--- src/source/bcast_pkg.sv ---
package bcast_pkg;

  ////////////////////////////////////////////////////////////////////
  // Link widths and host table
  ////////////////////////////////////////////////////////////////////

  localparam int unsigned AddrWidth      = 32;
  localparam int unsigned DataWidth      = 32;
  localparam int unsigned MaskWidth      = 4;
  localparam int unsigned SizeWidth      = 3;
  localparam int unsigned HostSrcWidth   = 3;
  // Host source plus the 2-bit transaction tag
  localparam int unsigned DevSrcWidth    = 5;
  localparam int unsigned NumCachedHosts = 2;
  localparam int unsigned BlockBytes     = 64;
  localparam int unsigned BlockOffset    = $clog2(BlockBytes);
  localparam int unsigned AckCntWidth    = $clog2(NumCachedHosts + 1);

  // Probe source IDs, four IDs per cached host
  localparam logic [NumCachedHosts-1:0][HostSrcWidth-1:0] SourceBase = {3'd4, 3'd0};
  localparam logic [NumCachedHosts-1:0][HostSrcWidth-1:0] SourceMask = {3'd3, 3'd3};

  ////////////////////////////////////////////////////////////////////
  // Opcodes and parameters
  ////////////////////////////////////////////////////////////////////

  // A channel in the low half, C channel in the high half
  typedef enum logic [2:0] {
    PutFullData  = 3'd0,
    Get          = 3'd1,
    AcquireBlock = 3'd2,
    AcquirePerm  = 3'd3,
    ProbeAck     = 3'd4,
    ProbeAckData = 3'd5,
    Release      = 3'd6,
    ReleaseData  = 3'd7
  } a_op_e;

  typedef enum logic [2:0] {
    AccessAck     = 3'd0,
    AccessAckData = 3'd1,
    Grant         = 3'd4,
    GrantData     = 3'd5,
    ReleaseAck    = 3'd6
  } d_op_e;

  typedef enum logic [2:0] {
    toT  = 3'd0,
    toB  = 3'd1,
    toN  = 3'd2,
    NtoB = 3'd3,
    NtoT = 3'd4
  } cap_e;

  // Tag carried in the low device source bits
  typedef enum logic [1:0] {
    XactAcqToT   = 2'd0,
    XactAcqToB   = 2'd1,
    XactRelData  = 2'd2,
    XactUncached = 2'd3
  } xact_e;

  // Shares its code with AcquireBlock toT, the device opcode tells them apart
  localparam xact_e XactProbeAckData = XactAcqToT;

  ////////////////////////////////////////////////////////////////////
  // Channel payloads
  ////////////////////////////////////////////////////////////////////

  typedef struct packed {
    a_op_e                  opcode;
    logic [2:0]             param;
    logic [SizeWidth-1:0]   size;
    logic [AddrWidth-1:0]   address;
    logic [DevSrcWidth-1:0] source;
    logic [MaskWidth-1:0]   mask;
    logic [DataWidth-1:0]   data;
  } a_msg_t;

  typedef struct packed {
    cap_e                    param;
    logic [AddrWidth-1:0]    address;
    logic [HostSrcWidth-1:0] source;
  } b_msg_t;

  typedef struct packed {
    d_op_e                  opcode;
    logic [2:0]             param;
    logic [DevSrcWidth-1:0] source;
    logic [DataWidth-1:0]   data;
  } d_msg_t;

  typedef struct packed {
    xact_e                     xact;
    cap_e                      probe_param;
    logic [NumCachedHosts-1:0] probe_mask;
    logic                      direct_grant;
    logic                      need_e_ack;
  } cmd_t;

endpackage
--- src/source/bcast_resp_route.sv ---
`timescale 1ns/1ps

module bcast_resp_route import bcast_pkg::*; (
  input  logic   dev_d_valid_i,
  input  d_msg_t dev_d_i,
  output logic   dev_d_ready_o,
  output logic   probe_ack_o,
  output logic   grant_done_o,
  output logic   rsp_valid_o,
  output d_msg_t rsp_o,
  input  logic   rsp_ready_i
);

  xact_e tag;
  logic  drop;
  logic  completes;

  assign tag = xact_e'(dev_d_i.source[1:0]);

  // Tag 0 carries both write-back acks and GrantData toT
  assign drop = tag == XactProbeAckData && dev_d_i.opcode == AccessAck;

  always_comb begin
    rsp_o.opcode = dev_d_i.opcode;
    rsp_o.param  = '0;
    rsp_o.source = {2'b00, dev_d_i.source[DevSrcWidth-1:2]};
    rsp_o.data   = dev_d_i.data;
    completes    = 1'b0;
    case (tag)
      XactAcqToT: begin
        rsp_o.opcode = GrantData;
        rsp_o.param  = toT;
        completes    = !drop;
      end
      XactAcqToB: begin
        rsp_o.opcode = GrantData;
        rsp_o.param  = toB;
        completes    = 1'b1;
      end
      XactRelData: begin
        rsp_o.opcode = ReleaseAck;
      end
      default: begin
        // Uncached responses keep the device opcode
        completes = 1'b1;
      end
    endcase
  end

  assign rsp_valid_o   = dev_d_valid_i && !drop;
  assign dev_d_ready_o = drop || rsp_ready_i;
  assign probe_ack_o   = dev_d_valid_i && drop;
  assign grant_done_o  = rsp_valid_o && rsp_ready_i && completes;

endmodule

--- config.mk ---
export PLATFORM = sky130hd
export DESIGN_NAME = bcast_resp_route
export DESIGN_NICKNAME = d
export VERILOG_FILES = /design/src/source/bcast_pkg.sv /design/src/source/bcast_resp_route.sv
export SDC_FILE = /design/constraint.sdc
export NUM_CORES = 1
export LEC_CHECK = 0
export CAP_MARGIN = 20
export CORE_AREA = 2 2 39 41
export DETAILED_ROUTE_END_ITERATION = 8
export DIE_AREA = 0 0 41 43
export DONT_BUFFER_PORTS = 1
export PLACE_DENSITY = 0.48
export SYNTH_ARGS = -nofsm -noshare
export SYNTH_HDL_FRONTEND = slang
export SYNTH_SLANG_ARGS = --single-unit
--- constraint.sdc ---
create_clock -name vclk -period 0.9
set_input_delay 0.045 -clock vclk [all_inputs]
set_output_delay 0.045 -clock vclk [all_outputs]
set_load 0.01 [all_outputs]
==> out/results.txt <==
The flow ran to the end, but the final reports show violations. The final reports fail on setup timing. The number of maximum-capacitance constraint violations came out at 0. The setup slack of the critical path after layout is -0.00584 ns. For this run, the total global-route usage over all layers was measured as 3.70%.

The overall die area is 1760 µm², and the wire length after detailed routing is 403 µm. The number of buffers added on ports was 0. The final number of hold-violating endpoints came out at 0. The worst-case IR drop observed on VDD is 51.3 µV. The run gives 118 as the via count of the first global-routing pass.

The average cell area after synthesis was 6.97 µm²; the placed standard-cell area was 126 µm². The number of distinct library cells after synthesis came out at 14. Shortest clock period the worst path allows after layout: 0.906 ns. The tools report the register cell area after layout as 0 µm². Dividing the detail-routed via count by the number of cells gives 4.09.

The tools report the number of DRC markers after the initial detailed-route iteration as 0. The run gives 377 µm² as the area of the mapped netlist. The number of pins exceeding their max-slew limit in the final report came out at 0. Traced cell by cell, the critical path runs through or4_4 -> nor2_4 -> and2_4. The final route contains 139 vias. After synthesis, the largest area contributor takes up 77.7% of total cell area.

Summed over all nets, wire length on met2 after detailed routing comes to 157 µm. In the final routed layout, each cell accounts on average for 11.9 µm. Number of antenna violations at the first check in global routing: 0. The slowest library cell on the worst path is or4_4. The cell area after layout is 126 µm².

Number of nets in the layout: 65. Counting every instance in the synthesized netlist gives 54. The layout has 0 clock buffers. 92 I/O pins were placed. The count of flip-flops and latches came out at 0. The run gives 0.85 ns as the required arrival time at the worst endpoint. In the final layout, the multi-input gates occupy 103 µm².

Setup repair after global routing could not meet its margin everywhere. Setup total negative slack on the finished layout was measured at -0.00584 ns. In this run the horizontal extent of the chip is 41 µm.

The floorplan step defined a core boundary enclosing 1380 µm². The number of antenna diodes in the final layout is 0. The count of antenna-violating nets left after detailed routing is 0, and the placed wire-length estimate is 353 µm. The Yosys step of the flow raised 0 warnings. In the post-synthesis netlist, the biggest area contributors are buf_4 78%, nor2b_1 3.3%, a21boi_0 2.0%, nand2_1 2.0%, nand3b_1 2.0%. The static leakage power was 0.0522 nW; the height of the die was 43 µm. The commonest cells after synthesis are 39 x buf_4, 2 x nand2_1, 2 x nor2b_1. The tools report the achievable frequency as 1.10 GHz. The largest single stage delay on the critical path is 0.53 ns. The min-delay analysis places its worst path in the category in2out. The number of post-CTS setup repair buffers is 0, and the initial cell density of the core is 27.2%. Of all nets on the critical path, the largest fanout is 6. By instance count, the leading cell after synthesis is buf_4.

The number of detailed-routing iterations run before antenna repair is 1, and the post-route met1 wirelength is 113 µm. The final weighted congestion in routability-driven placement was 0.586. For the detailed-route DRC error count, the log shows 0.

The total grt overflow was 0. The filler cells instantiated in the layout total 162. The largest area contributor in the netlist was buf_4. The tools report the nature of the critical path endpoint as an output port. The worst hold slack after final layout was 0.0900 ns. The area growth from synthesis to layout is -66.4%. After floorplanning, the core was divided into 14 placement rows.

The type of origin of the critical path was an input port. Of the synthesized area, sequential elements account for 0%. The first global-routing pass estimated 462 µm of wire. The final-report setup violation count is 1, and the arrival time at the worst endpoint is 0.86 ns. Detailed routing placed a total of 111 µm of wire on met3.

For the power after layout, the log shows 0.0401 mW. Entering global routing, the biggest net connects 7 pins. The power density normalized to cell area works out to 317 nW/µm². Layout cell share with drive strength beyond 1: 22.2%. Once placement completed, the tool counted placed cells totaling 34. The count of cells in the finished layout, fillers not included, comes to 34. The category of the critical setup timing path is in2out.

The highest metal layer with signal wires is met4. The fraction of the cycle the final worst path needs was 101%.
cell families (layout without fill, tap and decap cells):
| logic type | Yosys count | after routing | share of synthesized area [%] |
|---|---|---|---|
| and+or+nand+nor | 12 | 12 | 18.3 |
| AOI/OAI and AO/OA | 1 | 1 | 1.99 |
| buffers and inverters | 40 | 1 | 78.7 |
| other | 1 | 4 | 0.996 |
path summary, 6_finish.rpt:
| check | start | endpoint | slack (ns) | depth (start not counted) |
|---|---|---|---|---|
| min | dev_d_i[1] | rsp_o[1] | 0.09 | 0 |
| max | dev_d_i[33] | probe_ack_o | -0.006 | 3 |
final cells by class:
cell class,count,area share [%]
multi-input combinational,17,81.2
tap,16,15.8
inverter,1,2.97
cells in the final DEF, fill, tap and decap left out:
master / synthesis / final
conb_1: 1 / 4
nor2b_1: 2 / 2
nand2_1: 2 / 2
or4_4: 0 / 1
nor2_4: 0 / 1
and2_4: 0 / 1
nand2b_1: 1 / 1
nand3_1: 1 / 1
nor2_1: 1 / 1
or2_2: 1 / 1
inv_1: 1 / 1
a21boi_0: 1 / 1
nand3b_1: 1 / 1
stage by stage:
step	util, %	worst slack [ns]
CTS	9.13	-0.0220
global placement	9.13	-0.0374
global route	9.13	-0.0555
detailed placement	9.13	-0.0444
floorplan	-	-0.000866
finish	9.13	-0.00584
report_power, final:
part | switching (mW) | total, mW | internal [mW]
clock network | 0 | 0 | 0
registers | 0 | 0 | 0
logic | 0.0268 | 0.0401 | 0.0133
total | 0.0268 | 0.0401 | 0.0133
what timing repair did:
| action | CTS | global route |
|---|---|---|
| hold buffers | 0 | 0 |
| resized for setup | 0 | 0 |
| endpoints found under the setup margin | 2 | 2 |
| pin swaps | 1 | 0 |
worst max-delay path: cells and delay by family:
kind          cells  cell delay, ns
simple gates      3            0.82
routing by layer:
layer  vias to the layer above  GRT usage [%]
met1                        54           3.80
met2                        31           5.00
li1                         50              -
met4                         0           4.00
met5                         -              0
met3                         4           1.57
(Power assumes the default switching activity.)
