===== src/source/bcast_pkg.sv =====
package bcast_pkg;

  ////////////////////////////////////////////////////////////////////
  // Link widths and host table
  ////////////////////////////////////////////////////////////////////

  localparam int unsigned AddrWidth      = 32;
  localparam int unsigned DataWidth      = 32;
  localparam int unsigned MaskWidth      = 4;
  localparam int unsigned SizeWidth      = 3;
  localparam int unsigned HostSrcWidth   = 3;
  // Host source plus the 2-bit transaction tag
  localparam int unsigned DevSrcWidth    = 5;
  localparam int unsigned NumCachedHosts = 2;
  localparam int unsigned BlockBytes     = 64;
  localparam int unsigned BlockOffset    = $clog2(BlockBytes);
  localparam int unsigned AckCntWidth    = $clog2(NumCachedHosts + 1);

  // Probe source IDs, four IDs per cached host
  localparam logic [NumCachedHosts-1:0][HostSrcWidth-1:0] SourceBase = {3'd4, 3'd0};
  localparam logic [NumCachedHosts-1:0][HostSrcWidth-1:0] SourceMask = {3'd3, 3'd3};

  ////////////////////////////////////////////////////////////////////
  // Opcodes and parameters
  ////////////////////////////////////////////////////////////////////

  // A channel in the low half, C channel in the high half
  typedef enum logic [2:0] {
    PutFullData  = 3'd0,
    Get          = 3'd1,
    AcquireBlock = 3'd2,
    AcquirePerm  = 3'd3,
    ProbeAck     = 3'd4,
    ProbeAckData = 3'd5,
    Release      = 3'd6,
    ReleaseData  = 3'd7
  } a_op_e;

  typedef enum logic [2:0] {
    AccessAck     = 3'd0,
    AccessAckData = 3'd1,
    Grant         = 3'd4,
    GrantData     = 3'd5,
    ReleaseAck    = 3'd6
  } d_op_e;

  typedef enum logic [2:0] {
    toT  = 3'd0,
    toB  = 3'd1,
    toN  = 3'd2,
    NtoB = 3'd3,
    NtoT = 3'd4
  } cap_e;

  // Tag carried in the low device source bits
  typedef enum logic [1:0] {
    XactAcqToT   = 2'd0,
    XactAcqToB   = 2'd1,
    XactRelData  = 2'd2,
    XactUncached = 2'd3
  } xact_e;

  // Shares its code with AcquireBlock toT, the device opcode tells them apart
  localparam xact_e XactProbeAckData = XactAcqToT;

  ////////////////////////////////////////////////////////////////////
  // Channel payloads
  ////////////////////////////////////////////////////////////////////

  typedef struct packed {
    a_op_e                  opcode;
    logic [2:0]             param;
    logic [SizeWidth-1:0]   size;
    logic [AddrWidth-1:0]   address;
    logic [DevSrcWidth-1:0] source;
    logic [MaskWidth-1:0]   mask;
    logic [DataWidth-1:0]   data;
  } a_msg_t;

  typedef struct packed {
    cap_e                    param;
    logic [AddrWidth-1:0]    address;
    logic [HostSrcWidth-1:0] source;
  } b_msg_t;

  typedef struct packed {
    d_op_e                  opcode;
    logic [2:0]             param;
    logic [DevSrcWidth-1:0] source;
    logic [DataWidth-1:0]   data;
  } d_msg_t;

  typedef struct packed {
    xact_e                     xact;
    cap_e                      probe_param;
    logic [NumCachedHosts-1:0] probe_mask;
    logic                      direct_grant;
    logic                      need_e_ack;
  } cmd_t;

endpackage

===== src/source/bcast_txn_ctrl.sv =====
`timescale 1ns/1ps

module bcast_txn_ctrl import bcast_pkg::*; (
  input  logic                    clk_i,
  input  logic                    rst_ni,
  input  logic                    host_a_valid_i,
  input  a_msg_t                  host_a_i,
  input  cmd_t                    cmd_i,
  input  logic [1:0]              probe_ack_i,
  input  logic                    grant_done_i,
  input  logic                    e_ack_i,
  output logic                    host_a_ready_o,
  output logic                    host_b_valid_o,
  output b_msg_t                  host_b_o,
  input  logic                    host_b_ready_i,
  output logic                    devreq_valid_o,
  output a_msg_t                  devreq_o,
  input  logic                    devreq_ready_i,
  output logic                    grant_valid_o,
  output d_msg_t                  grant_o,
  input  logic                    grant_ready_i,
  output logic [HostSrcWidth-1:0] cur_source_o
);

  typedef enum logic [2:0] {Idle, Probe, Req, Grant, Wait} state_e;

  state_e                    state_q, state_d;
  logic [AckCntWidth-1:0]    ack_cnt_q, ack_cnt_d;
  logic [NumCachedHosts-1:0] probe_pend_q, probe_pend_d;
  logic                      grant_done_q, grant_done_d;
  logic                      e_done_q, e_done_d;

  // Transaction payload captured in Idle
  a_op_e                     opcode_q;
  logic [AddrWidth-1:0]      addr_q;
  logic [HostSrcWidth-1:0]   source_q;
  xact_e                     xact_q;
  cap_e                      probe_param_q;
  logic                      direct_q;

  ////////////////////////////////////////////////////////////////////
  // Probe sequencer
  ////////////////////////////////////////////////////////////////////

  logic [NumCachedHosts-1:0] probe_sel;
  logic [HostSrcWidth-1:0]   probe_src;

  // Lowest pending host goes first
  always_comb begin
    probe_sel = '0;
    probe_src = '0;
    for (int i = NumCachedHosts - 1; i >= 0; i--) begin
      if (probe_pend_q[i]) begin
        probe_sel    = '0;
        probe_sel[i] = 1'b1;
        probe_src    = SourceBase[i];
      end
    end
  end

  assign host_b_valid_o   = |probe_pend_q;
  assign host_b_o.param   = probe_param_q;
  assign host_b_o.address = {addr_q[AddrWidth-1:BlockOffset], {BlockOffset{1'b0}}};
  assign host_b_o.source  = probe_src;
  assign cur_source_o     = source_q;

  ////////////////////////////////////////////////////////////////////
  // Transaction FSM
  ////////////////////////////////////////////////////////////////////

  always_comb begin
    state_d      = state_q;
    ack_cnt_d    = ack_cnt_q;
    probe_pend_d = probe_pend_q;
    grant_done_d = grant_done_q || grant_done_i;
    e_done_d     = e_done_q || e_ack_i;

    host_a_ready_o = 1'b0;
    devreq_valid_o = 1'b0;
    grant_valid_o  = 1'b0;

    // Cached requests read the whole beat with a tagged Get
    devreq_o.opcode  = xact_q == XactUncached ? opcode_q : Get;
    devreq_o.param   = xact_q == XactUncached ? host_a_i.param : 3'd0;
    devreq_o.size    = host_a_i.size;
    devreq_o.address = addr_q;
    devreq_o.source  = {source_q, xact_q};
    devreq_o.mask    = host_a_i.mask;
    devreq_o.data    = host_a_i.data;

    // The local Grant state hides the D opcode of the same name
    grant_o.opcode = bcast_pkg::Grant;
    grant_o.param  = xact_q == XactAcqToB ? toB : toT;
    grant_o.source = {2'b00, source_q};
    grant_o.data   = '0;

    if (host_b_valid_o && host_b_ready_i) begin
      probe_pend_d = probe_pend_q & ~probe_sel;
    end

    case (state_q)
      Idle: begin
        if (host_a_valid_i) begin
          probe_pend_d = cmd_i.probe_mask;
          ack_cnt_d    = AckCntWidth'($countones(cmd_i.probe_mask));
          grant_done_d = 1'b0;
          e_done_d     = !cmd_i.need_e_ack;
          state_d      = Probe;
        end
      end
      Probe: begin
        ack_cnt_d = ack_cnt_q - AckCntWidth'(probe_ack_i[0]) - AckCntWidth'(probe_ack_i[1]);
        if (ack_cnt_d == '0) begin
          state_d = direct_q ? Grant : Req;
        end
      end
      Req: begin
        devreq_valid_o = host_a_valid_i;
        host_a_ready_o = devreq_ready_i;
        if (host_a_valid_i && devreq_ready_i) begin
          state_d = Wait;
        end
      end
      Grant: begin
        grant_valid_o  = host_a_valid_i;
        host_a_ready_o = grant_ready_i;
        if (host_a_valid_i && grant_ready_i) begin
          grant_done_d = 1'b1;
          state_d      = Wait;
        end
      end
      Wait: begin
        // Response and E ack may arrive in either order
        if (grant_done_d && e_done_d) begin
          state_d = Idle;
        end
      end
      default: state_d = Idle;
    endcase
  end

  always_ff @(posedge clk_i or negedge rst_ni) begin
    if (!rst_ni) begin
      state_q      <= Idle;
      ack_cnt_q    <= '0;
      probe_pend_q <= '0;
      grant_done_q <= 1'b0;
      e_done_q     <= 1'b0;
    end else begin
      state_q      <= state_d;
      ack_cnt_q    <= ack_cnt_d;
      probe_pend_q <= probe_pend_d;
      grant_done_q <= grant_done_d;
      e_done_q     <= e_done_d;
    end
  end

  always_ff @(posedge clk_i) begin
    if (state_q == Idle && host_a_valid_i) begin
      opcode_q      <= host_a_i.opcode;
      addr_q        <= host_a_i.address;
      source_q      <= host_a_i.source[HostSrcWidth-1:0];
      xact_q        <= cmd_i.xact;
      probe_param_q <= cmd_i.probe_param;
      direct_q      <= cmd_i.direct_grant;
    end
  end

  // Acks only arrive while probing, and never more than are owed
  a_ack_no_underflow: assert property (@(posedge clk_i) disable iff (!rst_ni)
    |probe_ack_i |-> state_q == Probe &&
      ack_cnt_q >= AckCntWidth'($countones(probe_ack_i)));

  a_no_probe_in_idle: assert property (@(posedge clk_i) disable iff (!rst_ni)
    state_q == Idle |-> !host_b_valid_o);

endmodule


===== config.mk =====
export PLATFORM = sky130hd
export DESIGN_NAME = bcast_txn_ctrl
export DESIGN_NICKNAME = d
export VERILOG_FILES = /design/src/source/bcast_pkg.sv /design/src/source/bcast_txn_ctrl.sv
export SDC_FILE = /design/constraint.sdc
export NUM_CORES = 1
export LEC_CHECK = 0
export ABC_AREA = 0
export BUFFER_PORTS_ARGS = -buffer_cell sky130_fd_sc_hd__buf_4
export CAP_MARGIN = 30
export CORE_AREA = 2 2 105 107
export DETAILED_ROUTE_END_ITERATION = 16
export DIE_AREA = 0 0 107 109
export PLACE_DENSITY = 0.67
export SLEW_MARGIN = 20
export SYNTH_ARGS = -nofsm -noshare
export SYNTH_HDL_FRONTEND = slang
export SYNTH_SLANG_ARGS = --single-unit

===== constraint.sdc =====
create_clock -name clk_i -period 3.9 [get_ports clk_i]
set_input_delay 0.78 -clock clk_i [delete_from_list [all_inputs] [get_ports clk_i]]
set_output_delay 0.78 -clock clk_i [all_outputs]
set_load 0.005 [all_outputs]

==> metrics.txt <==
via count=1719; layout cell share with drive strength beyond 1=about half; library cells used by synthesis=32; depth of the CTS H-tree=2; CP endpoint kind=flip-flop; CTS Sinks=53; die height=around 110 um; drt via density=3.78; Combinational Power Share=33.8%; Warnings, synthesis=0; critical path peak fanout=3; CTS Buf Count=5; Slowest-stage cell, CP=fa_1; wire per inst=12.8 um; sequential share of the synthesized area=53.6%; clock skew=roughly 0.011 ns; Die Footprint=roughly 12000 sq um; setup violators final=0; number of flops mapped to enable cells by yosys=44; Clock Tree Root=clkbuf_8; Startpoint Class=input pin; multi-input logic area=593 sq um; Final GP Congestion=0.773; switching part of the total=a little under a third; count leader, synth=buf_4; DP Worst Slack=1.11 ns; internal power=~1.3 mW; Clock Latency Late Sink=about 0.31 ns; # diodes=0; CTS resizes=0; Tcrit/Tclk final=63.2%; fillers=around 1.1k; register area=between 1500 and 2000 sq um; TritonCTS clock tree=done; Power Total=1.91 mW; type of the tightest min-delay check=input pin to async pin; max-cap violation count=0; Initial DRT Pass Iterations=4; Synth area leaders=edfxtp_1 46%, buf_4 31%, dfrtp_1 7.8%; crit-path max cell delay=0.56 ns; Final #Nets=between 400 and 500; initial core utilization=a little over a quarter; crit path kind=input pin to flip-flop; Psw=0.585 mW; critical path arrival=2.67 ns; Reg power frac=between 40 and 50%; area fraction of the dominant cell type after synthesis=45.8%; synthesized flop and latch total=53; CTS clock-pin slew for the worst setup and hold paths=0.10 ns; Mapped Area=2890 sq um; Setup Fix Bufs, Post-CTS=0; Post-Route WL=roughly 5.8 mm; # hold bufs at CTS=0; top cell type by total area after synthesis=edfxtp_1; unrepaired setup endpoints after global routing=false; synth-to-layout area growth=22.7%; final worst slack=1.44 ns; Req. time, crit path=~4.1 ns; DP Area=3420 sq um; die width=between 100 and 150 um; Commonest cells post-synth=118 x buf_4, 44 x edfxtp_1, 9 x dfrtp_1; fmax=0.406 GHz; Cells after Synth=237; Total Neg Setup Slack=0 ns; fin area=3540 sq um; # IOs=271; Leakage=approximately 1.6 nW; Synth Flop Type=edfxtp_1; critical-path cell list=buf_4 > fa_1 > inv_1 > ha_1 > or3_4 > a21oi_2 > o211ai_2 > mux2_4; Post-synth ARST share=17.0%; Longest Clk Path Bufs=2; crit path time final=2.46 ns; global-route wire length before repair=8.04 mm; Fin. Hold Viols=0; Core Region=10600 sq um; PortBufs=~140; starting DRC count in detailed routing=59; Total GRT Usage=9.37%; Clock power frac=20.5%; final std cells w/o fill=455; outcome=completed; number of remaining DRC errors=0; Placed Cells=between 400 and 500; Worst VDD drop=0.297 mV; number of global-route vias before repair=approximately 1.5k; PwrDens=around 540 nW/um^2; max-slew violations=0; Syn Area/Cell=12.2 sq um; antenna-violating nets left=0; GRT overflow=0; initial antenna violation count=0; num rows=38; DPL Wire Length=4.74 mm; largest net degree at the start of global routing=35
final timing paths:
kind	slack, ns	cells past startpoint	from	to
max	1.44	8	probe_ack_i[0]	state_q[2]$_DFFE_PN0P_
min	0.28	1	rst_ni	state_q[2]$_DFFE_PN0P_
max reg2reg	1.64	7	ack_cnt_q[0]$_DFFE_PN0P_	state_q[2]$_DFFE_PN0P_
min reg2reg	0.54	2	e_done_q$_DFF_PN0_	e_done_q$_DFF_PN0_
max in group asynchronous	3.49	1	rst_ni	probe_pend_q[0]$_DFF_PN0_
min in group clk_i	0.54	2	e_done_q$_DFF_PN0_	e_done_q$_DFF_PN0_
power by group through the flow:
stage	sequential [mW]	combinational (mW)	clock, mW
3_3_place_gp	0.877	0.641	0
6_report	0.871	0.644	0.390
5_1_grt	0.888	0.712	0.431
3_5_place_dp	0.885	0.655	0
4_1_cts	0.872	0.657	0.411
2_1_floorplan	0.852	0.464	0
cells in the final DEF (no fill, tap or decap), types with 3 or more instances in the layout:
master / instances
buf_4: 145
conb_1: 47
edfxtp_1: 44
dfrtp_1: 9
o21ai_0: 8
and3_1: 8
inv_1: 5
nor2b_1: 5
clkbuf_8: 5
nor2_1: 4
nand2_1: 4
mux2i_1: 3
ha_1: 3
routing by layer:
layer  track usage, %  up-vias  share of wire, %
met5                0        -                 0
met4             4.82        0               2.2
met3             3.59       14                10
met2             16.0      119                50
met1             10.1      803                37
li1                 -      783                 -
critical path: cells and delay by family:
kind            cells  cell delay, ns
compound gates      2            0.33
fa+ha+maj           2            0.74
buf+inv             2            0.16
mux                 1            0.31
simple gates        1            0.34
final cells by class:
cell class | count | share of cell area (%)
tap | 140 | 4.95
multi-input combinational | 104 | 16.7
clock inverter | 3 | 1.41
inverter | 5 | 0.530
sequential | 53 | 43.7
timing repair buffer | 145 | 30.7
clock buffer | 5 | 1.94
flip-flops by register name, summed over array words and instances, names as in the netlist:
| signal | count |
|---|---|
| addr_q | 32 |
| e_done_q | 1 |
| opcode_q | 3 |
| probe_param_q | 3 |
| direct_q | 1 |
| grant_done_q | 1 |
| ack_cnt_q | 2 |
| cur_source_o | 3 |
| xact_q | 2 |
| probe_pend_q | 2 |
| state_q | 3 |
logic make-up after synthesis:
logic type,count (synthesis),share of synthesized area (%)
buf+inv,125,31.7
simple gates,31,6.68
flops,53,53.6
compound gates,17,3.90
fa+ha+maj,4,1.99
xor+xnor,1,0.304
other cells,2,0.260
mux,4,1.56
stage by stage:
stage	hold slack [ns]	utilization [%]
4_1_cts	0.262	33.4
3_5_place_dp	0.527	32.3
3_3_place_gp	0.518	32.3
6_report	0.275	33.4
2_1_floorplan	0.484	-
5_1_grt	0.251	33.4
Note: power is estimated with default switching activity, not from simulation.
