--- config.mk ---
export PLATFORM = sky130hd
export DESIGN_NAME = bcast_decode
export DESIGN_NICKNAME = d
export VERILOG_FILES = /design/src/source/bcast_pkg.sv /design/src/source/bcast_decode.sv
export SDC_FILE = /design/constraint.sdc
export NUM_CORES = 1
export LEC_CHECK = 0
export BUFFER_PORTS_ARGS = -buffer_cell sky130_fd_sc_hd__buf_2
export CAP_MARGIN = 20
export CORE_AREA = 2 2 118 120
export DETAILED_ROUTE_END_ITERATION = 10
export DIE_AREA = 0 0 120 122
export GPL_TIMING_DRIVEN = 0
export PLACE_DENSITY = 0.47
export SLEW_MARGIN = 20
export SYNTH_ARGS = -nofsm -noshare
export SYNTH_HDL_FRONTEND = slang
export SYNTH_SLANG_ARGS = --single-unit
--- constraint.sdc ---
create_clock -name vclk -period 1.1
set_clock_uncertainty 0.1 [all_clocks]
set_input_delay 0.055 -clock vclk [all_inputs]
set_output_delay 0.055 -clock vclk [all_outputs]
set_load 0.01 [all_outputs]
--- src/source/bcast_pkg.sv ---
package bcast_pkg;

  ////////////////////////////////////////////////////////////////////
  // Link widths and host table
  ////////////////////////////////////////////////////////////////////

  localparam int unsigned AddrWidth      = 32;
  localparam int unsigned DataWidth      = 32;
  localparam int unsigned MaskWidth      = 4;
  localparam int unsigned SizeWidth      = 3;
  localparam int unsigned HostSrcWidth   = 3;
  // Host source plus the 2-bit transaction tag
  localparam int unsigned DevSrcWidth    = 5;
  localparam int unsigned NumCachedHosts = 2;
  localparam int unsigned BlockBytes     = 64;
  localparam int unsigned BlockOffset    = $clog2(BlockBytes);
  localparam int unsigned AckCntWidth    = $clog2(NumCachedHosts + 1);

  // Probe source IDs, four IDs per cached host
  localparam logic [NumCachedHosts-1:0][HostSrcWidth-1:0] SourceBase = {3'd4, 3'd0};
  localparam logic [NumCachedHosts-1:0][HostSrcWidth-1:0] SourceMask = {3'd3, 3'd3};

  ////////////////////////////////////////////////////////////////////
  // Opcodes and parameters
  ////////////////////////////////////////////////////////////////////

  // A channel in the low half, C channel in the high half
  typedef enum logic [2:0] {
    PutFullData  = 3'd0,
    Get          = 3'd1,
    AcquireBlock = 3'd2,
    AcquirePerm  = 3'd3,
    ProbeAck     = 3'd4,
    ProbeAckData = 3'd5,
    Release      = 3'd6,
    ReleaseData  = 3'd7
  } a_op_e;

  typedef enum logic [2:0] {
    AccessAck     = 3'd0,
    AccessAckData = 3'd1,
    Grant         = 3'd4,
    GrantData     = 3'd5,
    ReleaseAck    = 3'd6
  } d_op_e;

  typedef enum logic [2:0] {
    toT  = 3'd0,
    toB  = 3'd1,
    toN  = 3'd2,
    NtoB = 3'd3,
    NtoT = 3'd4
  } cap_e;

  // Tag carried in the low device source bits
  typedef enum logic [1:0] {
    XactAcqToT   = 2'd0,
    XactAcqToB   = 2'd1,
    XactRelData  = 2'd2,
    XactUncached = 2'd3
  } xact_e;

  // Shares its code with AcquireBlock toT, the device opcode tells them apart
  localparam xact_e XactProbeAckData = XactAcqToT;

  ////////////////////////////////////////////////////////////////////
  // Channel payloads
  ////////////////////////////////////////////////////////////////////

  typedef struct packed {
    a_op_e                  opcode;
    logic [2:0]             param;
    logic [SizeWidth-1:0]   size;
    logic [AddrWidth-1:0]   address;
    logic [DevSrcWidth-1:0] source;
    logic [MaskWidth-1:0]   mask;
    logic [DataWidth-1:0]   data;
  } a_msg_t;

  typedef struct packed {
    cap_e                    param;
    logic [AddrWidth-1:0]    address;
    logic [HostSrcWidth-1:0] source;
  } b_msg_t;

  typedef struct packed {
    d_op_e                  opcode;
    logic [2:0]             param;
    logic [DevSrcWidth-1:0] source;
    logic [DataWidth-1:0]   data;
  } d_msg_t;

  typedef struct packed {
    xact_e                     xact;
    cap_e                      probe_param;
    logic [NumCachedHosts-1:0] probe_mask;
    logic                      direct_grant;
    logic                      need_e_ack;
  } cmd_t;

endpackage
--- src/source/bcast_decode.sv ---
`timescale 1ns/1ps

module bcast_decode import bcast_pkg::*; (
  input  a_msg_t                  host_a_i,
  input  logic                    host_c_valid_i,
  input  a_msg_t                  host_c_i,
  input  logic [HostSrcWidth-1:0] cur_source_i,
  input  logic                    relack_ready_i,
  input  logic                    devreq_ready_i,
  output cmd_t                    cmd_o,
  output logic                    c_probe_ack_o,
  output logic                    c_devreq_valid_o,
  output a_msg_t                  c_devreq_o,
  output logic                    relack_valid_o,
  output d_msg_t                  relack_o,
  output logic                    host_c_ready_o
);

  // Byte lanes touched by a single 32-bit beat
  function automatic logic [MaskWidth-1:0] byte_mask(
    input logic [1:0]           addr,
    input logic [SizeWidth-1:0] size
  );
    logic [MaskWidth-1:0] m;
    case (size)
      3'd0:    m = 4'b0001 << addr;
      3'd1:    m = addr[1] ? 4'b1100 : 4'b0011;
      default: m = 4'b1111;
    endcase
    return m;
  endfunction

  ////////////////////////////////////////////////////////////////////
  // Host A classification
  ////////////////////////////////////////////////////////////////////

  logic [NumCachedHosts-1:0] req_hit;

  for (genvar i = 0; i < NumCachedHosts; i++) begin : g_match
    assign req_hit[i] =
      (host_a_i.source[HostSrcWidth-1:0] & ~SourceMask[i]) == SourceBase[i];
  end

  always_comb begin
    cmd_o.xact         = XactUncached;
    cmd_o.probe_param  = toN;
    cmd_o.probe_mask   = ~req_hit;
    cmd_o.direct_grant = host_a_i.opcode == AcquirePerm;
    cmd_o.need_e_ack   = 1'b0;
    case (host_a_i.opcode)
      AcquireBlock, AcquirePerm: begin
        cmd_o.need_e_ack = 1'b1;
        if (host_a_i.param == NtoB) begin
          cmd_o.xact        = XactAcqToB;
          cmd_o.probe_param = toB;
        end else begin
          cmd_o.xact = XactAcqToT;
        end
      end
      Get:     cmd_o.probe_param = toB;
      default: cmd_o.probe_param = toN;
    endcase
  end

  ////////////////////////////////////////////////////////////////////
  // Host C classification
  ////////////////////////////////////////////////////////////////////

  always_comb begin
    c_devreq_o.opcode  = PutFullData;
    c_devreq_o.param   = '0;
    c_devreq_o.size    = host_c_i.size;
    c_devreq_o.address = host_c_i.address;
    c_devreq_o.mask    = byte_mask(host_c_i.address[1:0], host_c_i.size);
    c_devreq_o.data    = host_c_i.data;
    // Probe data is written back under the ID of the request that caused it
    if (host_c_i.opcode == ProbeAckData) begin
      c_devreq_o.source = {cur_source_i, XactProbeAckData};
    end else begin
      c_devreq_o.source = {host_c_i.source[HostSrcWidth-1:0], XactRelData};
    end
  end

  assign relack_o.opcode = ReleaseAck;
  assign relack_o.param  = '0;
  assign relack_o.source = host_c_i.source;
  assign relack_o.data   = '0;

  assign c_probe_ack_o    = host_c_valid_i && host_c_i.opcode == ProbeAck;
  assign c_devreq_valid_o = host_c_valid_i &&
                            (host_c_i.opcode == ProbeAckData || host_c_i.opcode == ReleaseData);
  assign relack_valid_o   = host_c_valid_i && host_c_i.opcode == Release;

  always_comb begin
    if (c_devreq_valid_o) begin
      host_c_ready_o = devreq_ready_i;
    end else if (relack_valid_o) begin
      host_c_ready_o = relack_ready_i;
    end else begin
      host_c_ready_o = c_probe_ack_o;
    end
  end

  always_comb begin
    a_c_opcode: assert final (!host_c_valid_i || host_c_i.opcode inside
      {ProbeAck, ProbeAckData, Release, ReleaseData});
  end

endmodule

==> reports/metrics.cfg, run 1 <==
[run]
maxCapViolCount = 0

[detailed_routing]
drc = 0
drt.antenna.violating_nets = 0
avgViaCountPerCell = 2.56
avgRoutedWirePerCell_um = 6.98
drtIter0Drc = 5
num_vias = 1250
dr.pass1.iters = 2
wirelength_um = 3410

[global_route]
grt_pass1_vias = 1005
met2_usage_pct = 9.52
top_usage_layer = met2
grt_util_met3_pct = 0.796
overflow = 0
grtUsageMet1_pct = 2.55
grt_antenna_before_repair = 0
grt_usage_pct = 3.70
grt_pass1_wl_um = 4330
grt_start_max_net_pins = 7

[floorplanning]
die_area_um2 = 14600
core_um2 = 13500
pin_count = 308
die_x_um = 120
die_h_um = 122
start_util_pct = 8.15
rows = 43

[placement]
port_buffers = 116
place.gp.congestion = 0.649
place_hpwl_um = 3310

[finish]
clockBufferCount = 0
nFlopsAndLatches = 0
flow.area_growth_from_synthesis_pct = 88.2
drive_above_1_share_pct = 77.7
antenna-diode-count = 0
layout.nets = 481
ff_latch_area_um2 = 0
n_fill_cell = 1551

[synthesis]
netlist_instances = 149
ys_warn_count = 0
yosys.area.top_type = buf_4
synth.area.top_cells = buf_4 (81%), mux2_4 (4.1%), nor3b_1 (2.0%), nand3b_4 (1.8%), o21ai_0 (1.8%)
synth_most_common_cell = buf_4
synth_area_per_cell_um2 = 7.39
yosys.cell_types.count = 17
syn_area_um2 = 1100
synth_common_cells = buf_4 (119), o21ai_0 (4), inv_1 (3), mux2_4 (3), nor3b_1 (3)
seq_area_frac_synth_pct = 0
netlist.area_leader.share_pct = 81.1

[critical_path]
worstPathMaxFanout = 4
endpoint_kind = primary output
cp.required_ns = 0.94
arrival_ns = 0.81
start_kind = input pin
crit_type = input pin to primary output

[min_path]
hp-class = input pin to primary output
hold_depth = 2

[power]
p_sw_share_pct = 42.5
p_switching_uw = 326
irDropWorstVdd_v = 0.0000683
combPwrFrac_pct = 100.0
power_frac_seq_pct = 0
clkPwrFrac_pct = 0
internal_power_uw = 440
powerDensity_nw_per_um2 = 369
power.leakage_nw = 1.30

[timing]
slew_viol_final = 0
finalCritPeriodShare_pct = 87.4
setup_tns_ns = 0
finalHoldViolations = 0
fin_crit_ns = 0.962
setup_viol = 0
rsz0062_at_grt = no
max_clock_freq_ghz = 1.04
fin_hold_ws_ns = 0.193

[run_status]
status = complete, no violations

[cts]
cts_setup_buffers = 0
postCtsHoldBufs = 0
post_cts_resized = 0

[cell usage in the layout, fill, tap and decap left out]
cell type  Yosys  final
nand3b_1       1      1
o21bai_1       1      1
nand3b_4       1      1
and2_1         1      1
inv_1          3      3
nand2b_1       1      1
buf_2          0    116
and3_1         1      1
o21ai_0        4      4
buf_4        119    119
mux2_4         3      3
nand2_1        2      2
conb_1         2     46
nor2_1         2      2
o21ba_2        1      1
nor3_1         2      2
nor2b_1        2      2
nor3b_1        3      3
[critical path, stage by stage]
cell and delay (ns):
buf_2 0.12, nand3b_4 0.18, mux2_4 0.31, buf_2 0.14
[cell type report]
class	count	area [µm²]	share of cell area, %
Buffer	119	893	43.1
Multi-Input combinational cell	71	362	17.5
Timing Repair Buffer	116	581	28.0
Tap cell	180	225	10.9
Inverter	3	11.3	0.543
[routing by layer]
layer | vias to the layer above | wire length [µm] | share of wire, %
met3 | 0 | 703 | 21
met4 | 0 | 0 | 0
met1 | 482 | 744 | 22
li1 | 615 | - | -
met5 | - | 0 | 0
met2 | 153 | 1960 | 58
[logic make-up (layout without fill, tap and decap cells)]
group                  after synthesis  after routing  synth area share [%]
buffers and inverters              122            238                  82.2
and+or+nand+nor                     16             16                  9.66
other                                2             46                 0.682
muxes                                3              3                  4.09
AOI/OAI and AO/OA                    6              6                  3.41
[per-stage QoR]
step                power [mW]  area [µm²]  util, %  worst slack [ns]  cells
floorplan                0.530        1270        -             0.357    193
global placement         0.764        2070     15.3             0.126    489
detailed placement       0.766        2070     15.3             0.124    489
CTS                      0.767        2070     15.3             0.123    489
global route             0.830        2070     15.3             0.108    489
finish                   0.766        2070     15.3             0.138    489
[path summary, 6_finish.rpt]
check               startpoint        endpoint  slack, ns
hold / removal    host_c_i[72]  c_devreq_o[72]       0.19
setup / recovery  host_c_i[80]  c_devreq_o[38]       0.14
[power groups by stage]
stage	Combinational [mW]	Sequential, mW	Clock, mW
after CTS	0.767	0	0
after floorplan	0.530	0	0
final	0.766	0	0
after detailed placement	0.766	0	0
after global placement	0.764	0	0
after global routing	0.830	0	0
Note: power is estimated with default switching activity, not from simulation.
==> inputs of run 2 (changes only) <==
--- a/config.mk
+++ b/config.mk
@@ -5,7 +5,7 @@
 export SDC_FILE = /design/constraint.sdc
 export NUM_CORES = 1
 export LEC_CHECK = 0
-export BUFFER_PORTS_ARGS = -buffer_cell sky130_fd_sc_hd__buf_2
+export BUFFER_PORTS_ARGS = -buffer_cell sky130_fd_sc_hd__buf_4
 export CAP_MARGIN = 20
 export CORE_AREA = 2 2 118 120
 export DETAILED_ROUTE_END_ITERATION = 10
==> reports/metrics.cfg, run 2 (synthesis results as in run 1) <==
[placement]
place_hpwl_um = 3620  ; +9.5%
port_buffers = 116  ; unchanged
place_inst = 489  ; unchanged
place_ws_ns = 0.124  ; -0.000845 ns
place.gp.congestion = 0.711  ; +9.6%
placed_area_um2 = 2360  ; +14%

[floorplanning]
die_area_um2 = 14600  ; unchanged
pin_count = 308  ; unchanged
start_util_pct = 8.15  ; unchanged
die_h_um = 122  ; unchanged
rows = 43  ; unchanged
die_x_um = 120  ; unchanged
core_um2 = 13500  ; unchanged

[timing]
rsz0062_at_grt = no
fin_hold_ws_ns = 0.186  ; -0.00685 ns
setup_tns_ns = 0  ; unchanged
finalHoldViolations = 0  ; unchanged
slew_viol_final = 0  ; unchanged
fin_crit_ns = 0.968  ; +0.00627 ns
finalCritPeriodShare_pct = 88.0  ; +0.57 points
max_clock_freq_ghz = 1.03  ; -0.65%
setup_viol = 0  ; unchanged
worst_slack_ns = 0.132  ; -0.00627 ns

[critical_path]
worstPathMaxFanout = 4  ; unchanged
crit_type = input pin to primary output
start_kind = input pin
arrival_ns = 0.81  ; about the same
cp.required_ns = 0.94  ; about the same
endpoint_kind = primary output

[detailed_routing]
avgRoutedWirePerCell_um = 7.61  ; +9.1%
drtIter0Drc = 14  ; +9
wirelength_um = 3720  ; +9.1%
dr.pass1.iters = 3  ; +1
avgViaCountPerCell = 2.58  ; +0.80%
drt.antenna.violating_nets = 0  ; unchanged
num_vias = 1260  ; +0.80%
drc = 0  ; unchanged

[finish]
final_cell_mix = buf_4 (235), conb_1 (46), o21ai_0 (4)
clockBufferCount = 0  ; unchanged
flow.area_growth_from_synthesis_pct = 115
ff_latch_area_um2 = 0  ; unchanged
fin_cells = 489  ; unchanged
n_fill_cell = 1519  ; -2.1%
final_common_cell = buf_4
utilization_pct = 17.5  ; +2.1 points
layout.nets = 481  ; unchanged
drive_above_1_share_pct = 77.7  ; unchanged
nFlopsAndLatches = 0  ; unchanged
final_area_um2 = 2360  ; +14%
antenna-diode-count = 0  ; unchanged

[global_route]
grt_start_max_net_pins = 7  ; unchanged
grt_antenna_before_repair = 0  ; unchanged
overflow = 0  ; unchanged
grt_pass1_vias = 1079  ; +7.4%
grt_usage_pct = 4.03  ; +0.33 points
grt_pass1_wl_um = 4790  ; +11%

[cts]
postCtsHoldBufs = 0  ; unchanged
post_cts_resized = 0  ; unchanged
cts_setup_buffers = 0  ; unchanged

[power]
powerDensity_nw_per_um2 = 377  ; +2.1%
irDropWorstVdd_v = 0.0000822  ; +20%
power_uw = 891  ; +16%
power.leakage_nw = 1.40  ; +7.8%

[run_status]
status = complete, no violations

[min_path]
hp-class = input pin to primary output

[run]
maxCapViolCount = 0  ; unchanged

run 2: cell counts in the layout (fill, tap and decap cells not counted):
No cell type changed its count.
run 2: worst paths after layout:
check,end,depth (start not counted),from,slack (ns)
setup / recovery,c_devreq_o[38],4,host_c_i[80],0.13
hold / removal,c_devreq_o[70],2,host_c_i[70],0.19
run 2: final cells by class:
| class | instances | area, µm² | area share (%) |
|---|---|---|---|
| timing repair buffer | 116 | 871 | 36.9 |
| tap | 180 | 225 | 9.53 |
| buffer | 119 | 893 | 37.8 |
| multi-input combinational | 71 | 362 | 15.3 |
| inverter | 3 | 11.3 | 0.477 |
run 2: report_power, final:
group	internal (mW)	switching, mW
clock	0	0
combinational	0.554	0.337
sequential	0	0
run 2: metal layers:
metal / up-vias / part of all wire, % / track usage [%] / wire length, µm
met3: 0 / 20 / 1.12 / 762
met5: - / 0 / 0 / 0
met2: 153 / 59 / 10.4 / 2180
met1: 491 / 21 / 2.61 / 779
met4: 0 / 0 / 0 / 0
li1: 616 / - / - / -
run 2: critical path, cell delays in order:
cell	delay, ns
buf_4	0.12
nand3b_4	0.18
mux2_4	0.31
buf_4	0.14
==> inputs of run 3 (changes only) <==
--- a/config.mk
+++ b/config.mk
@@ -11,6 +11,7 @@
 export DETAILED_ROUTE_END_ITERATION = 10
 export DIE_AREA = 0 0 120 122
 export GPL_TIMING_DRIVEN = 0
+export MAX_ROUTING_LAYER = met4
 export PLACE_DENSITY = 0.47
 export SLEW_MARGIN = 20
 export SYNTH_ARGS = -nofsm -noshare
==> constraint.sdc (replaced) <==
create_clock -name vclk -period 1.2
set_clock_uncertainty 0.1 [all_clocks]
set_input_delay 0.06 -clock vclk [all_inputs]
set_output_delay 0.06 -clock vclk [all_outputs]
set_load 0.01 [all_outputs]
==> reports/metrics.cfg, run 3 (synthesis results as in run 1) <==
[floorplanning]
core_um2 = 13500  ; unchanged
die_h_um = 122  ; unchanged
die_x_um = 120  ; unchanged
start_util_pct = 8.15  ; unchanged
pin_count = 308  ; unchanged
rows = 43  ; unchanged
die_area_um2 = 14600  ; unchanged

[finish]
final_common_cell = buf_4
nFlopsAndLatches = 0  ; unchanged
final_cell_mix = buf_4 (235), conb_1 (46), o21ai_0 (4)
final_area_um2 = 2360  ; unchanged
clockBufferCount = 0  ; unchanged
drive_above_1_share_pct = 77.7  ; unchanged
layout.nets = 481  ; unchanged
flow.area_growth_from_synthesis_pct = 115  ; unchanged
antenna-diode-count = 0  ; unchanged
ff_latch_area_um2 = 0  ; unchanged

[detailed_routing]
drtIter0Drc = 10  ; -4
avgViaCountPerCell = 2.58  ; +0.16%
num_vias = 1262  ; +0.16%
drt.antenna.violating_nets = 0  ; unchanged
drc = 0  ; unchanged
avgRoutedWirePerCell_um = 7.61  ; about the same
wirelength_um = 3720  ; about the same
dr.pass1.iters = 3  ; unchanged

[placement]
place.gp.congestion = 0.719  ; +1.1%
place_hpwl_um = 3620  ; unchanged
port_buffers = 116  ; unchanged
placed_area_um2 = 2360  ; unchanged

[timing]
slew_viol_final = 0  ; unchanged
setup_tns_ns = 0  ; unchanged
finalCritPeriodShare_pct = 81.5
rsz0062_at_grt = no
setup_viol = 0  ; unchanged
max_clock_freq_ghz = 1.02
fin_crit_ns = 0.978
finalHoldViolations = 0  ; unchanged

[critical_path]
cp.required_ns = 1.04  ; +0.10 ns
slowest_stage = mux2_4
start_kind = input pin
cp-startpoint = host_c_i[80]
crit_end = c_devreq_o[38]
endpoint_kind = primary output
crit_path_frequent_cell = buf_4
crit_type = input pin to primary output
arrival_ns = 0.82  ; about the same
crit_chain = buf_4 -> nand3b_4 -> mux2_4 -> buf_4
slowest_delay_ns = 0.31  ; about the same
worstPathMaxFanout = 4  ; unchanged

[global_route]
overflow = 0  ; unchanged
grt_antenna_before_repair = 0  ; unchanged
grt_pass1_vias = 1079  ; unchanged
grt_usage_pct = 4.15  ; +0.12 points
grt_pass1_wl_um = 4790  ; unchanged
grt_start_max_net_pins = 7  ; unchanged

[cts]
cts_setup_buffers = 0  ; unchanged
postCtsHoldBufs = 0  ; unchanged
post_cts_resized = 0  ; unchanged

[power]
irDropWorstVdd_v = 0.0000756  ; -8.1%
power.leakage_nw = 1.40  ; unchanged
powerDensity_nw_per_um2 = 346  ; -8.3%
power_uw = 817  ; -8.3%

[min_path]
hp-class = input pin to primary output

[run]
maxCapViolCount = 0  ; unchanged

[run_status]
status = complete, no violations

## run 3: cell counts in the layout (fill, tap and decap cells not counted)
Identical to the previous run, type by type.
## run 3: per-stage QoR
| stage | hold slack (ns) | worst slack [ns] | utilization [%] | instances |
|---|---|---|---|---|
| after detailed placement | 0.197 | 0.214 | 17.5 | 489 |
| after global placement | 0.197 | 0.209 | 17.5 | 489 |
| final | 0.196 | 0.222 | 17.5 | 489 |
| after global routing | 0.199 | 0.187 | 17.5 | 489 |
| after floorplan | 0.0635 | 0.447 | - | 193 |
| after CTS | 0.197 | 0.213 | 17.5 | 489 |
## run 3: final cells by class
class | instances | area, µm²
Fill cell | 1519 | 11100
Buffer | 119 | 893
Timing Repair Buffer | 116 | 871
Multi-Input combinational cell | 71 | 362
Tap cell | 180 | 225
Inverter | 3 | 11.3
## run 3: how the worst min path moves through the flow
stage	endpoint	depth (start not counted)	slack (ns)	start
final	c_devreq_o[70]	2	0.20	host_c_i[70]
after global placement	c_devreq_o[1]	2	0.20	host_c_i[1]
after CTS	c_devreq_o[24]	2	0.20	host_c_i[24]
after detailed placement	c_devreq_o[24]	2	0.20	host_c_i[24]
after global routing	c_devreq_o[68]	2	0.20	host_c_i[68]
after floorplan	cmd_o[3]	1	0.06	host_a_i[38]
## run 3: report_power, final
group	internal, mW	switching (mW)	total (mW)
Sequential	0	0	0
Combinational	0.508	0.309	0.817
Clock	0	0	0
Total	0.508	0.309	0.817
## run 3: routing by layer
metal / vias to the layer above / track usage, % / part of all wire, %
met5: - / - / 0
met4: 0 / 0 / 0
met3: 0 / 0.983 / 20
met2: 153 / 10.4 / 59
met1: 493 / 2.69 / 21
li1: 616 / - / -
## run 3: worst max-delay path, delay by kind of cell
kind	cells	cell delay [ns]
buf+inv	2	0.26
simple gates	1	0.18
mux	1	0.31
